$ cat src/ctrl_pkg.sv
`default_nettype none

package ctrl_pkg;

    typedef enum logic [4:0] {
        SLT_OP         = 5'b00011,
        SHIFT_CALC     = 5'b00100,
        WRITE_BACK_SH  = 5'b00101,
        ALU_OP_R       = 5'b00110,
        WRITE_BACK_R   = 5'b00111,
        JUMP_REG       = 5'b01000,
        JUMP           = 5'b01011,
        ALU_OP_IMM     = 5'b01101,
        WRITE_BACK_IMM = 5'b01110,
        BRANCH_OP      = 5'b01111,
        ADDR_CALC      = 5'b10000,
        MEM_READ       = 5'b10001,
        WRITE_BACK_LUI = 5'b10011,
        WRITE_BACK_LW  = 5'b10100,
        MEM_WRITE_W    = 5'b10101,
        WRITE_BACK_LB  = 5'b10110,
        MEM_READ_SB    = 5'b10111,
        MEM_WRITE_B    = 5'b11000,
        FETCH          = 5'b11001,
        BRANCH_END     = 5'b11010,
        DECODE         = 5'b11011,
        RESET          = 5'b11100
    } state_t;

    typedef enum logic [3:0] {
        CLS_NONE, CLS_R_ALU, CLS_SHIFT, CLS_SLT, CLS_JR, CLS_J, CLS_ADDI,
        CLS_BRANCH, CLS_LUI, CLS_LW, CLS_LB, CLS_SW, CLS_SB
    } instr_class_t;

    localparam logic [5:0] OP_RTYPE = 6'b000000;
    localparam logic [5:0] OP_J     = 6'b000010;
    localparam logic [5:0] OP_BEQ   = 6'b000100;
    localparam logic [5:0] OP_BNE   = 6'b000101;
    localparam logic [5:0] OP_ADDI  = 6'b001000;
    localparam logic [5:0] OP_LUI   = 6'b001111;
    localparam logic [5:0] OP_LB    = 6'b100000;
    localparam logic [5:0] OP_LW    = 6'b100011;
    localparam logic [5:0] OP_SB    = 6'b101000;
    localparam logic [5:0] OP_SW    = 6'b101011;

    localparam logic [5:0] FN_SLL = 6'b000000;
    localparam logic [5:0] FN_SRA = 6'b000011;
    localparam logic [5:0] FN_JR  = 6'b001000;
    localparam logic [5:0] FN_ADD = 6'b100000;
    localparam logic [5:0] FN_SUB = 6'b100010;
    localparam logic [5:0] FN_AND = 6'b100100;
    localparam logic [5:0] FN_SLT = 6'b101010;

    localparam logic [2:0] ALU_PASS = 3'd0;
    localparam logic [2:0] ALU_ADD  = 3'd1;
    localparam logic [2:0] ALU_SUB  = 3'd2;
    localparam logic [2:0] ALU_AND  = 3'd3;

    localparam logic [2:0] SH_NONE = 3'd0;
    localparam logic [2:0] SH_SLL  = 3'd2;
    localparam logic [2:0] SH_SRA  = 3'd4;

    localparam logic [1:0] IOD_PC      = 2'd0;
    localparam logic [1:0] IOD_ALU_OUT = 2'd3;

    localparam logic [2:0] WB_SHIFT    = 3'd0;
    localparam logic [2:0] WB_MEM_WORD = 3'd2;
    localparam logic [2:0] WB_LT       = 3'd3;
    localparam logic [2:0] WB_MEM_BYTE = 3'd4;
    localparam logic [2:0] WB_ALU_OUT  = 3'd5;
    localparam logic [2:0] WB_LUI      = 3'd6;

    localparam logic [1:0] PC_ALU     = 2'd0;
    localparam logic [1:0] PC_ALU_OUT = 2'd1; // branch target held from BRANCH_END
    localparam logic [1:0] PC_JUMP    = 2'd2;
    localparam logic [1:0] PC_REG_A   = 2'd3;

    localparam logic [1:0] SRC_A_PC  = 2'd0;
    localparam logic [1:0] SRC_A_REG = 2'd1;

    localparam logic [1:0] SRC_B_REG     = 2'd0;
    localparam logic [1:0] SRC_B_FOUR    = 2'd1;
    localparam logic [1:0] SRC_B_IMM     = 2'd2;
    localparam logic [1:0] SRC_B_IMM_SH2 = 2'd3;

    localparam logic [1:0] DST_RT = 2'd0;
    localparam logic [1:0] DST_RD = 2'd1;

    typedef struct packed {
        logic [5:0] opcode;
        logic [4:0] rs;
        logic [4:0] rt;
        logic [4:0] rd;
        logic [4:0] shamt;
        logic [5:0] funct;
    } r_fmt_t;

    typedef struct packed {
        logic [5:0]  opcode;
        logic [4:0]  rs;
        logic [4:0]  rt;
        logic [15:0] imm;
    } i_fmt_t;

    typedef union packed {
        r_fmt_t r;
        i_fmt_t i;
    } instr_word_t;

endpackage

`default_nettype wire

$ cat src/instr_decoder.sv
`default_nettype none

module instr_decoder (
    input  ctrl_pkg::instr_word_t  i_instr,
    output ctrl_pkg::instr_class_t o_class,
    output logic [2:0]             o_alu_op,
    output logic [2:0]             o_sh_op
);
    import ctrl_pkg::*;

    always_comb begin
        o_class  = CLS_NONE;
        o_alu_op = ALU_PASS;
        o_sh_op  = SH_NONE;
        case (i_instr.r.opcode)
            OP_RTYPE: begin
                case (i_instr.r.funct)
                    FN_ADD: begin
                        o_class  = CLS_R_ALU;
                        o_alu_op = ALU_ADD;
                    end
                    FN_SUB: begin
                        o_class  = CLS_R_ALU;
                        o_alu_op = ALU_SUB;
                    end
                    FN_AND: begin
                        o_class  = CLS_R_ALU;
                        o_alu_op = ALU_AND;
                    end
                    FN_SLL: begin
                        o_class = CLS_SHIFT;
                        o_sh_op = SH_SLL;
                    end
                    FN_SRA: begin
                        o_class = CLS_SHIFT;
                        o_sh_op = SH_SRA;
                    end
                    FN_SLT: begin
                        o_class  = CLS_SLT;
                        o_alu_op = ALU_SUB; // sign of a - b
                    end
                    FN_JR: o_class = CLS_JR;
                    default: o_class = CLS_NONE;
                endcase
            end
            OP_J:    o_class = CLS_J;
            OP_ADDI: o_class = CLS_ADDI;
            OP_BEQ, OP_BNE: begin
                o_class  = CLS_BRANCH;
                o_alu_op = ALU_SUB; // compare for eq
            end
            OP_LUI:  o_class = CLS_LUI;
            OP_LW:   o_class = CLS_LW;
            OP_LB:   o_class = CLS_LB;
            OP_SW:   o_class = CLS_SW;
            OP_SB:   o_class = CLS_SB;
            default: o_class = CLS_NONE;
        endcase
    end

endmodule

`default_nettype wire

$ cat src/ctrl_sequencer.sv
`default_nettype none

module ctrl_sequencer (
    input  logic                   clk,
    input  logic                   reset,
    input  ctrl_pkg::instr_class_t i_class,
    output ctrl_pkg::state_t       o_state
);
    import ctrl_pkg::*;

    state_t       state_q;
    state_t       state_d;
    instr_class_t class_q;

    always_ff @(posedge clk) begin
        if (reset) begin
            state_q <= RESET;
            class_q <= CLS_NONE;
        end else begin
            state_q <= state_d;
            if (state_q == DECODE) begin
                class_q <= i_class; // needed again after ADDR_CALC
            end
        end
    end

    always_comb begin
        state_d = FETCH;
        case (state_q)
            RESET:      state_d = FETCH;
            FETCH:      state_d = BRANCH_END;
            BRANCH_END: state_d = DECODE;
            DECODE: begin
                case (i_class)
                    CLS_R_ALU:  state_d = ALU_OP_R;
                    CLS_SHIFT:  state_d = SHIFT_CALC;
                    CLS_SLT:    state_d = SLT_OP;
                    CLS_JR:     state_d = JUMP_REG;
                    CLS_J:      state_d = JUMP;
                    CLS_ADDI:   state_d = ALU_OP_IMM;
                    CLS_BRANCH: state_d = BRANCH_OP;
                    CLS_LUI:    state_d = WRITE_BACK_LUI;
                    CLS_LW, CLS_LB, CLS_SW, CLS_SB: begin
                        state_d = ADDR_CALC;
                    end
                    default:    state_d = FETCH; // undefined code, skip it
                endcase
            end
            ALU_OP_R:   state_d = WRITE_BACK_R;
            SHIFT_CALC: state_d = WRITE_BACK_SH;
            ALU_OP_IMM: state_d = WRITE_BACK_IMM;
            ADDR_CALC: begin
                case (class_q)
                    CLS_LW, CLS_LB: state_d = MEM_READ;
                    CLS_SW:         state_d = MEM_WRITE_W;
                    CLS_SB:         state_d = MEM_READ_SB; // read-modify-write
                    default:        state_d = FETCH;
                endcase
            end
            MEM_READ: begin
                if (class_q == CLS_LB) begin
                    state_d = WRITE_BACK_LB;
                end else begin
                    state_d = WRITE_BACK_LW;
                end
            end
            MEM_READ_SB: state_d = MEM_WRITE_B;
            // terminal states
            WRITE_BACK_R,
            WRITE_BACK_SH,
            WRITE_BACK_IMM,
            WRITE_BACK_LUI,
            WRITE_BACK_LW,
            WRITE_BACK_LB,
            SLT_OP,
            JUMP_REG,
            JUMP,
            BRANCH_OP,
            MEM_WRITE_W,
            MEM_WRITE_B: state_d = FETCH;
            default:     state_d = FETCH;
        endcase
    end

    assign o_state = state_q;

endmodule

`default_nettype wire

$ cat src/ctrl_word_gen.sv
`default_nettype none

module ctrl_word_gen (
    input  logic             clk,
    input  logic             reset,
    input  ctrl_pkg::state_t i_state,
    input  logic [2:0]       i_alu_op,
    input  logic [2:0]       i_sh_op,
    input  logic             i_opcode_lsb,
    input  logic             i_eq,
    output logic             o_pc_write,
    output logic             o_mem_read,
    output logic             o_mem_write,
    output logic             o_byte_or_word,
    output logic             o_ir_write,
    output logic             o_reg_write,
    output logic [1:0]       o_i_or_d,
    output logic [2:0]       o_mem_to_reg,
    output logic [1:0]       o_pc_src,
    output logic [2:0]       o_alu_op,
    output logic [1:0]       o_alu_src_a,
    output logic [1:0]       o_alu_src_b,
    output logic [1:0]       o_reg_dst,
    output logic [2:0]       o_sh_op
);
    import ctrl_pkg::*;

    logic [2:0] alu_op_q;
    logic [2:0] sh_op_q;

    always_ff @(posedge clk) begin
        if (reset) begin
            alu_op_q <= ALU_PASS;
            sh_op_q  <= SH_NONE;
        end else if (i_state == DECODE) begin
            alu_op_q <= i_alu_op;
            sh_op_q  <= i_sh_op;
        end
    end

    always_comb begin
        o_pc_write     = 1'b0;
        o_mem_read     = 1'b0;
        o_mem_write    = 1'b0;
        o_byte_or_word = 1'b0;
        o_ir_write     = 1'b0;
        o_reg_write    = 1'b0;
        o_i_or_d       = IOD_PC;
        o_mem_to_reg   = WB_SHIFT;
        o_pc_src       = PC_ALU;
        o_alu_op       = ALU_PASS;
        o_alu_src_a    = SRC_A_PC;
        o_alu_src_b    = SRC_B_REG;
        o_reg_dst      = DST_RT;
        o_sh_op        = SH_NONE;
        case (i_state)
            FETCH: begin
                o_pc_write  = 1'b1; // pc + 4
                o_mem_read  = 1'b1;
                o_ir_write  = 1'b1;
                o_alu_op    = ALU_ADD;
                o_alu_src_b = SRC_B_FOUR;
            end
            BRANCH_END: begin
                o_alu_op    = ALU_ADD;
                o_alu_src_b = SRC_B_IMM_SH2;
            end
            ALU_OP_R: begin
                o_alu_op    = alu_op_q;
                o_alu_src_a = SRC_A_REG;
            end
            BRANCH_OP: begin
                o_alu_op    = alu_op_q;
                o_alu_src_a = SRC_A_REG;
                o_pc_write  = i_eq ^ i_opcode_lsb; // beq on eq, bne on !eq
                o_pc_src    = PC_ALU_OUT;
            end
            SLT_OP: begin
                o_alu_op     = alu_op_q;
                o_alu_src_a  = SRC_A_REG;
                o_reg_write  = 1'b1;
                o_mem_to_reg = WB_LT;
                o_reg_dst    = DST_RD;
            end
            SHIFT_CALC: o_sh_op = sh_op_q;
            WRITE_BACK_SH: begin
                o_reg_write  = 1'b1;
                o_mem_to_reg = WB_SHIFT;
                o_reg_dst    = DST_RD;
            end
            WRITE_BACK_R: begin
                o_reg_write  = 1'b1;
                o_mem_to_reg = WB_ALU_OUT;
                o_reg_dst    = DST_RD;
            end
            ALU_OP_IMM, ADDR_CALC: begin
                o_alu_op    = ALU_ADD;
                o_alu_src_a = SRC_A_REG;
                o_alu_src_b = SRC_B_IMM;
            end
            WRITE_BACK_IMM: begin
                o_reg_write  = 1'b1;
                o_mem_to_reg = WB_ALU_OUT;
            end
            WRITE_BACK_LUI: begin
                o_reg_write  = 1'b1;
                o_mem_to_reg = WB_LUI;
            end
            MEM_READ: begin
                o_mem_read = 1'b1;
                o_i_or_d   = IOD_ALU_OUT;
            end
            MEM_READ_SB: begin
                o_mem_read  = 1'b1;
                o_i_or_d    = IOD_ALU_OUT;
                o_alu_op    = ALU_ADD; // keep the address in alu out
                o_alu_src_a = SRC_A_REG;
                o_alu_src_b = SRC_B_IMM;
            end
            WRITE_BACK_LW: begin
                o_reg_write  = 1'b1;
                o_mem_to_reg = WB_MEM_WORD;
            end
            WRITE_BACK_LB: begin
                o_reg_write  = 1'b1;
                o_mem_to_reg = WB_MEM_BYTE;
            end
            MEM_WRITE_W: begin
                o_mem_write = 1'b1;
                o_i_or_d    = IOD_ALU_OUT;
            end
            MEM_WRITE_B: begin
                o_mem_write    = 1'b1;
                o_byte_or_word = 1'b1;
                o_i_or_d       = IOD_ALU_OUT;
            end
            JUMP: begin
                o_pc_write = 1'b1;
                o_pc_src   = PC_JUMP;
            end
            JUMP_REG: begin
                o_pc_write = 1'b1;
                o_pc_src   = PC_REG_A;
            end
            default: ; // RESET, DECODE drive nothing
        endcase
    end

endmodule

`default_nettype wire

$ cat src/mips_ctrl_unit.sv
`default_nettype none

module mips_ctrl_unit (
    input  logic                  clk,
    input  logic                  reset,
    input  ctrl_pkg::instr_word_t i_instr,
    input  logic                  i_eq,
    output logic                  o_pc_write,
    output logic                  o_mem_read,
    output logic                  o_mem_write,
    output logic                  o_byte_or_word,
    output logic                  o_ir_write,
    output logic                  o_reg_write,
    output logic [1:0]            o_i_or_d,
    output logic [2:0]            o_mem_to_reg,
    output logic [1:0]            o_pc_src,
    output logic [2:0]            o_alu_op,
    output logic [1:0]            o_alu_src_a,
    output logic [1:0]            o_alu_src_b,
    output logic [1:0]            o_reg_dst,
    output logic [2:0]            o_sh_op
);
    import ctrl_pkg::*;

    instr_class_t dec_class;
    logic [2:0]   dec_alu_op;
    logic [2:0]   dec_sh_op;
    state_t       state;

    instr_decoder u_instr_decoder (
        .i_instr  (i_instr),
        .o_class  (dec_class),
        .o_alu_op (dec_alu_op),
        .o_sh_op  (dec_sh_op)
    );

    ctrl_sequencer u_ctrl_sequencer (
        .clk     (clk),
        .reset   (reset),
        .i_class (dec_class),
        .o_state (state)
    );

    ctrl_word_gen u_ctrl_word_gen (
        .clk            (clk),
        .reset          (reset),
        .i_state        (state),
        .i_alu_op       (dec_alu_op),
        .i_sh_op        (dec_sh_op),
        .i_opcode_lsb   (i_instr.r.opcode[0]), // instr bit 26, beq vs bne
        .i_eq           (i_eq),
        .o_pc_write     (o_pc_write),
        .o_mem_read     (o_mem_read),
        .o_mem_write    (o_mem_write),
        .o_byte_or_word (o_byte_or_word),
        .o_ir_write     (o_ir_write),
        .o_reg_write    (o_reg_write),
        .o_i_or_d       (o_i_or_d),
        .o_mem_to_reg   (o_mem_to_reg),
        .o_pc_src       (o_pc_src),
        .o_alu_op       (o_alu_op),
        .o_alu_src_a    (o_alu_src_a),
        .o_alu_src_b    (o_alu_src_b),
        .o_reg_dst      (o_reg_dst),
        .o_sh_op        (o_sh_op)
    );

endmodule

`default_nettype wire

$ cat config.mk
export PLATFORM = sky130hd
export DESIGN_NAME = mips_ctrl_unit
export DESIGN_NICKNAME = d
export VERILOG_FILES = /design/src/ctrl_pkg.sv /design/src/instr_decoder.sv /design/src/ctrl_sequencer.sv /design/src/ctrl_word_gen.sv /design/src/mips_ctrl_unit.sv
export SDC_FILE = /design/constraint.sdc
export NUM_CORES = 1
export LEC_CHECK = 0
export ABC_AREA = 1
export ABC_CLOCK_PERIOD_IN_PS = 2800
export BUFFER_PORTS_ARGS = -buffer_cell sky130_fd_sc_hd__buf_2
export CAP_MARGIN = 20
export CORE_MARGIN = 2
export CORE_UTILIZATION = 48
export CTS_CLUSTER_SIZE = 24
export DETAILED_ROUTE_END_ITERATION = 12
export PLACE_DENSITY = 0.81
export SKIP_LAST_GASP = 1
export SYNTH_ARGS = -nofsm -noshare
export SYNTH_HDL_FRONTEND = slang
export SYNTH_SLANG_ARGS = --single-unit
$ cat constraint.sdc
create_clock -name clk -period 2.8 [get_ports clk]
set_input_delay 0.56 -clock clk [delete_from_list [all_inputs] [get_ports clk]]
set_output_delay 0.56 -clock clk [all_outputs]
set_load 0.03 [all_outputs]
==> results of run 1 <==
==> metrics by stage <==
step                      setup WS (ps)  util, %
final                               428     57.0
after global routing                318     57.0
after CTS                           445     57.0
after detailed placement            430     56.1
after global placement              447     56.1
after floorplan                     524        -
==> worst max-delay path, cell delays in order, from the launching register on <==
cell and delay [ps]:
sky130_fd_sc_hd__dfxtp_1 560, sky130_fd_sc_hd__nand3_2 250, sky130_fd_sc_hd__nor2_1 210, sky130_fd_sc_hd__nand2_1 140, sky130_fd_sc_hd__o211ai_1 120, sky130_fd_sc_hd__buf_2 230
==> logic make-up after synthesis <==
group,Yosys count,share of synthesized area [%]
other,1,0.272
AO/OA/AOI/OAI,32,12.8
adder cells (fa/ha/maj),3,2.72
XOR/XNOR,1,0.635
AND/OR/NAND/NOR,139,48.4
flip-flops,13,18.9
buffers and inverters,50,16.3
==> cell usage in the layout (no fill, tap or decap), types with 4 or more instances in the layout <==
cell type                 synthesis  layout
sky130_fd_sc_hd__nor2_1          39      39
sky130_fd_sc_hd__o21ai_1          5       5
sky130_fd_sc_hd__dfxtp_1         13      13
sky130_fd_sc_hd__nand2_1         43      43
sky130_fd_sc_hd__o21ai_0          7       7
sky130_fd_sc_hd__buf_2            0      35
sky130_fd_sc_hd__a21oi_1         12      12
sky130_fd_sc_hd__conb_1           1       4
sky130_fd_sc_hd__inv_1           34      34
sky130_fd_sc_hd__nand3_1         24      24
sky130_fd_sc_hd__inv_2            6       6
sky130_fd_sc_hd__nor2_2          10      10
sky130_fd_sc_hd__nand4_1          8       8
==> where the power goes <==
group	switching [W]	internal (W)	total, W
sequential	0.0000347	0.000201	0.000236
clock	0.0000651	0.0000555	0.000121
combinational	0.000265	0.000104	0.000369
total	0.000365	0.000361	0.000726
==> how the worst max path moves through the flow <==
stage,to,slack [ps],depth (start not counted),from
6_report,o_alu_op[0],430,5,u_ctrl_sequencer.o_state[4]$_SDFF_PP1_
5_1_grt,o_alu_op[0],320,5,u_ctrl_sequencer.o_state[4]$_SDFF_PP1_
4_1_cts,o_alu_op[0],440,5,u_ctrl_sequencer.o_state[4]$_SDFF_PP1_
3_5_place_dp,u_ctrl_sequencer.o_state[4]$_SDFF_PP1_,430,11,i_instr[27]
3_3_place_gp,u_ctrl_sequencer.o_state[4]$_SDFF_PP1_,450,13,i_instr[27]
2_1_floorplan,o_i_or_d[1],520,6,u_ctrl_sequencer.o_state[0]$_SDFF_PP0_
==> routing by layer <==
metal,global-route usage [%],share of wire [%],up-vias
li1,-,-,834
met1,25.9,46,641
met2,33.9,46,52
met3,4.08,6.3,7
met4,8.97,1.6,0
met5,0,0,-
==> flip-flops by register name, summed over array words and instances, names as in the netlist <==
signal,flops
u_ctrl_sequencer.o_state,5
u_ctrl_word_gen.sh_op_q,2
u_ctrl_sequencer.class_q,4
u_ctrl_word_gen.alu_op_q,2
==> area by class of cell <==
class                   count  area, um2  area share, %
clock buffers               4       26.3           1.69
inverters                  41        154           9.87
multi-input cells         179        905           58.0
flip-flops and latches     13        260           16.7
well taps                  31       38.8           2.49
repair buffers             35        175           11.2
==> results.txt, run 1 <==
The run gives 0 as the count of hold-fix buffers inserted at cts. The path with the worst hold slack has its endpoint at u_ctrl_word_gen.sh_op_q[1]$_SDFFE_PP0P_. Gates resized during post-CTS repair numbered 0.

Max-cap violations in this run came to 0. The critical path in this run is classified as flip-flop to output port. Counting flops with a built-in enable in the synthesized netlist gives 0.

The post-synthesis instance total came out at 239. For the total count of max-transition violations in the final report, the log shows 0. Setup violations remaining at the end of the flow were counted as 0. The tools report the final net count as 311.

In the routed design, unresolved DRC markers number 0. Summing every instance area after synthesis gives 1380 um2. Final cell count without fillers: 303. For this design the top-level I/O count stands at 60. Setup repair after global routing left no endpoint under its margin.

The most used flip-flop cell after synthesis is sky130_fd_sc_hd__dfxtp_1. The netlist uses 31 different library cells. In this run the static leakage power is 0.854 nW.

The commonest cells after synthesis are sky130_fd_sc_hd__nand2_1, sky130_fd_sc_hd__nor2_1, sky130_fd_sc_hd__inv_1. Clock-pin slew was measured on the worst setup and hold paths at 80 ps. The tree built by TritonCTS fans out to 13 sinks. After synthesis the netlist holds a flip-flop and latch count of 13. Diode insertion count for antenna repair: 0. The wire length per cell works out to 10.5 um. The end of the worst register-to-register path was u_ctrl_sequencer.o_state[0]$_SDFF_PP0_.

The critical path startpoint category was a flip-flop. The logs give 50.4% for the effective utilization at floorplan and 3320 um2 for the area of the die. TritonCTS built the clock tree. For the number of H-tree branching levels, the log shows 1. Entering global routing, the biggest net connects 12 pins.

The count of buffers added on input and output ports is 35. The most frequent cell after synthesis is sky130_fd_sc_hd__nand2_1. In the final layout, the share of cells above drive strength 1 is 23.2%. In this run, CTS created clock tree buffers numbering 3. Data arrives at the worst endpoint at 1810 ps. The tools report the clock tree buffer depth as 2. The logs give 0 for the number of endpoints with negative hold slack in the final report and 0 for the final antenna-violating net count. From synthesis to final layout, the design area changed by 13.1%.

The total via count after detailed routing came out at 1534. Type of the most critical hold path: flip-flop to flip-flop. The placed instances occupy a cell area of 1530 um2. The average size of a mapped cell was 5.77 um2; the width of the die was 57.6 um. The run finished with clean final reports. Total core area: 2730 um2. Of all nets on the critical path, the largest fanout is 8. The logs give 0.986 for the placer congestion estimate and 3190 um for the wire length reported by the detailed router. In this run the clock root is driven by a sky130_fd_sc_hd__clkbuf_4. The fraction of the yosys area taken by sequential cells was 18.9%; the number of cells on the worst hold path was 2. The post-CTS setup buffer count was 0. The largest total area in the synthesized netlist belongs to sky130_fd_sc_hd__dfxtp_1. The half-perimeter wire length after placement was 2640 um. The minimum setup slack among reg-to-reg paths came out at 1080 ps. The average vias per placed instance was 5.06; the number of warnings reported in the yosys synthesis log was 0. The initialized floorplan defines 19 standard-cell rows.

Summed over all failing endpoints, the final setup total negative slack is 0 ps. Measured along the y axis, the die boundary spans 57.6 um. After global routing the overflow that remains totals 0.

After routing the design area is 1560 um2. In the synthesized netlist the async set-or-reset flop fraction comes to 0%. The logs give 2240 ps for the required arrival time at the worst endpoint and 300 for the count of fill cells added during filler insertion. At the later pin of the worst-skew pair, clock insertion delay measures 290 ps.

The first TritonRoute pass finished after 5 iterations. For this block, the initial DRC count from the detailed router was 53. Counting cells, the worst reg-to-reg path comes to 6.

The area fraction of the dominant cell type after synthesis is 18.9%. The origin of the critical flop-to-flop path is u_ctrl_sequencer.o_state[4]$_SDFF_PP1_. Ranked by total cell area, the synthesized netlist is headed by sky130_fd_sc_hd__dfxtp_1, sky130_fd_sc_hd__nand2_1, sky130_fd_sc_hd__nor2_1, sky130_fd_sc_hd__inv_1, sky130_fd_sc_hd__nand3_1. Across all hold checks on the routed design, the worst slack comes to 471 ps. Overall power of the completed layout: 0.000726 W. For this design the ratio of total power to cell area is 466 nW/um2. The first global-routing pass estimated 5460 um of wire.

The run gives 1355 as the via count of the first global-routing pass. The number of antenna violations at the first check in global routing is 0, and the highest ir drop seen on vdd is 0.341 mV. STA classifies the critical path endpoint as an output port.

The logs give 422 MHz for the upper clock frequency limit and 9.67 ps for the setup skew after layout. The total placed cells including tap cells is 299. The clock period minus final worst setup slack was 2370 ps. The source of the worst hold timing path is u_ctrl_word_gen.sh_op_q[1]$_SDFFE_PP0P_. The all-layer global routing usage is 20.6%, and the final worst-path cycle share is 84.7%.
(Power assumes the default switching activity.)
==> run 2, diff against run 1 <==
--- a/config.mk
+++ b/config.mk
@@ -6,7 +6,7 @@
 export NUM_CORES = 1
 export LEC_CHECK = 0
 export ABC_AREA = 1
-export ABC_CLOCK_PERIOD_IN_PS = 2800
+export ABC_CLOCK_PERIOD_IN_PS = 2200
 export BUFFER_PORTS_ARGS = -buffer_cell sky130_fd_sc_hd__buf_2
 export CAP_MARGIN = 20
 export CORE_MARGIN = 2
==> constraint.sdc (replaced) <==
create_clock -name clk -period 2.2 [get_ports clk]
set_input_delay 0.44 -clock clk [delete_from_list [all_inputs] [get_ports clk]]
set_output_delay 0.44 -clock clk [all_outputs]
set_load 0.03 [all_outputs]
==> run 2 against run 1 <==
Non-clock buffer count is 6 higher; final cell count is 2.0% higher; via count is 5.1% higher; first-iteration DRC count is 11% higher; wire length is 4.1% higher; hold slack worse by 16 ps; utilization is 2.2 points higher; count of clock-buffer cells in the layout stayed put; final area is 3.8% higher; clock skew is 7.6 ps lower; sequential power is 30% higher; critical path type unchanged.
==> results.txt, run 2 (synthesis results as in run 1) <==
The logs give 59 (+11%) for the number of DRC violations after detailed-routing iteration 0 and 317 (+1.9%) for the final net count. The clock period minus final worst setup slack came out at 2110 ps. The number of antenna violations at the first check in global routing is 0 (unchanged), and the data arrival time at the worst-slack endpoint is 1670 ps (-140 ps).

The tools report the number of endpoints with negative hold slack in the final report as 0 (unchanged). The total count of max-transition violations in the final report was 0 (unchanged); the half-perimeter wire length after placement was 2720 um (+3.3%). The worst path uses 95.8% of the clock period. The areal power density over the cells was 583 nW/um2 (+25%).

The logs give 0.883 nW (+3.4%) for the leakage power of the design and 2.11 ps (-7.56 ps) for the setup skew after layout. The delay of the slowest cell on the worst path works out to 440 ps (-120 ps). The tools report the number of buffers created by CTS as 3 (unchanged). The total clock sinks came out at 13 (unchanged). The all-layer global routing usage was 20.5% (-0.074 points); the post-CTS setup buffer count was 0 (unchanged). The commonest non-fill, non-tap cell in the layout is sky130_fd_sc_hd__nand2_1. For the met1 track demand over resource in global routing, the log shows 25.7% (-0.21 points).

The placer congestion estimate is 0.993 (+0.73%). Layer with the highest usage after global routing: met2. Required arrival time at the worst endpoint: 1760 ps (-480 ps). The final antenna-violating net count was 0 (unchanged); the via count of the first global-routing pass was 1409 (+4.0%).

The wire length of the first global-routing pass is 5510 um (+0.77%), and the number of detailed-route iterations in the first pass is 4 (-1). The average vias per placed instance came out at 5.22 (+3.0%). The cell family contributing the most delay on the critical path is simple AND/OR/NAND/NOR gates.

The number of H-tree branching levels was 1 (unchanged); the effective utilization at floorplan was 50.4% (unchanged). The source-to-sink clock delay at the later pin of the worst-skew pair came out at 280 ps (about the same). Setup repair after global routing left no endpoint under its margin. The wire length reported by the detailed router is 3320 um (+4.1%).

The library cells used most frequently in the layout, excluding fill and tap cells, are sky130_fd_sc_hd__nand2_1, sky130_fd_sc_hd__nor2_1, sky130_fd_sc_hd__inv_1, sky130_fd_sc_hd__buf_2, sky130_fd_sc_hd__nand3_1. Static timing analysis puts the maximum clock frequency at 474 MHz. The tools report the total core area as 2730 um2 (unchanged). The number of rows in the core area is 19 (unchanged).

The count of input and output buffers came out at 35 (unchanged). The path class of the tightest hold or removal check is primary input to flip-flop. The residual DRC count came out at 0 (unchanged).

The critical-path cell with the highest stage delay was sky130_fd_sc_hd__dfxtp_2. The highest fanout seen on the critical path was 6 (-2); the total via count after detailed routing was 1612 (+5.1%). The total area of sequential cells was 267 um2 (+2.4%). The clock edge transition at the registers on the reported setup and hold paths is 80 ps (about the same). The diode insertion count for antenna repair is 0 (unchanged).

The total placed cells including tap cells is 305 (+2.0%), and the wire length per cell is 10.7 um (+2.1%). The number of maximum-capacitance constraint violations was 0 (unchanged). STA classifies the critical path endpoint as an output port. The standard cell area after detailed placement was 1580 um2 (+2.9%). Walking the worst path, the cells encountered are nor2_2 > nand3_2 > inv_2 > nor3_1 > o211ai_1 > clkbuf_4.

The run gives 0 (unchanged) as the setup-violating endpoint count in the final report. The die extent in y was 57.6 um (unchanged). The width of the die came out at 57.6 um (unchanged). The overflow left after global routing was 0 (unchanged). The buffer and inverter count on the worst path came out at 2 (+1). The proportion of layout cells with a drive suffix above 1 was 27.3% (+4.2 points); the final design area excluding fillers was 1620 um2 (+3.8%).

The count of fill cells added during filler insertion is 285 (-5.0%). The run finished with clean final reports. The area growth from synthesis to final layout works out to 17.3%. TritonCTS built the clock tree. Classification of the worst setup path: flip-flop to output port. The highest ir drop seen on vdd is 0.495 mV (+45%), and the multi-input combinational cell area is 910 um2 (+0.55%). The tools report the critical path startpoint category as a flip-flop.

The tree is rooted in a sky130_fd_sc_hd__clkbuf_4. Final cell count without fillers: 309 (+2.0%). Met3 layer usage reported by global route: 1.59% (-2.5 points).

The logs give 3320 um2 (unchanged) for the area of the die and 12 (unchanged) for the maximum number of pins on one net before global-route repair. The clock tree buffer depth was 2 (unchanged); the number of flip-flops in the largest register was 5 (unchanged). The global-route met2 utilization came out at 35.6% (+1.6 points). The tools report the count of pins on the block boundary as 60 (unchanged).
run 2: cell count changes in the layout (fill, tap and decap cells not counted):
cell and delta:
sky130_fd_sc_hd__buf_2 -1, sky130_fd_sc_hd__buf_4 +6, sky130_fd_sc_hd__clkbuf_4 +1, sky130_fd_sc_hd__nor2_1 -2, sky130_fd_sc_hd__nor2_2 +2, sky130_fd_sc_hd__dfxtp_2 +5, sky130_fd_sc_hd__dfxtp_1 -5
run 2: layout make-up:
type                    instances  share of cell area [%]
clock buffers                   4                    1.62
inverters                      41                    9.51
multi-input cells             179                    56.2
flip-flops and latches         13                    16.5
well taps                      31                    2.40
repair buffers                 41                    13.8
run 2: metal layers:
layer	wire, um	up-vias	share of wire, %
li1	-	847	-
met1	1450	704	44
met2	1610	53	48
met3	205	8	6.2
met4	55	0	1.7
met5	0	-	0
run 2: worst paths after layout:
kind / endpoint / slack, ps / from / cells past startpoint
min reg2reg: u_ctrl_word_gen.sh_op_q[1]$_SDFFE_PP0P_ / 470 / u_ctrl_word_gen.sh_op_q[1]$_SDFFE_PP0P_ / 2
min: u_ctrl_sequencer.o_state[0]$_SDFF_PP0_ / 460 / reset / 2
max: o_alu_op[0] / 90 / u_ctrl_sequencer.o_state[0]$_SDFF_PP0_ / 6
max reg2reg: u_ctrl_sequencer.o_state[1]$_SDFF_PP0_ / 620 / u_ctrl_sequencer.o_state[4]$_SDFF_PP1_ / 6
run 2: where the power goes:
part	switching, W	total [W]	internal, W
Sequential	0.0000452	0.000306	0.000260
Combinational	0.000343	0.000485	0.000141
Clock	0.0000826	0.000153	0.0000703
Total	0.000471	0.000943	0.000472
run 2: worst reg2reg max path, cell delays in order, from the launching register on:
cell,delay [ps]
sky130_fd_sc_hd__dfxtp_2,460
sky130_fd_sc_hd__nand3_2,220
sky130_fd_sc_hd__nor2_4,290
sky130_fd_sc_hd__inv_2,160
sky130_fd_sc_hd__nor2_4,170
sky130_fd_sc_hd__nand2_1,80
sky130_fd_sc_hd__a21oi_1,130
run 2: what timing repair did:
item | 4_1_cts | 5_1_grt
resized for setup | 1 | 7
hold buffers | 0 | 0
endpoints found under the setup margin | 1 | 10
run 2: per-stage QoR:
stage	setup WS (ps)	setup TNS [ps]	utilization (%)	total power [W]	hold slack, ps
3_5_place_dp	-16.2	-20.9	57.7	0.000783	460
2_1_floorplan	43.6	0	-	0.000679	441
3_3_place_gp	2.45	0	57.7	0.000776	450
5_1_grt	11.0	0	59.2	0.000996	486
6_report	91.6	0	59.2	0.000943	456
4_1_cts	15.7	0	58.7	0.000933	452
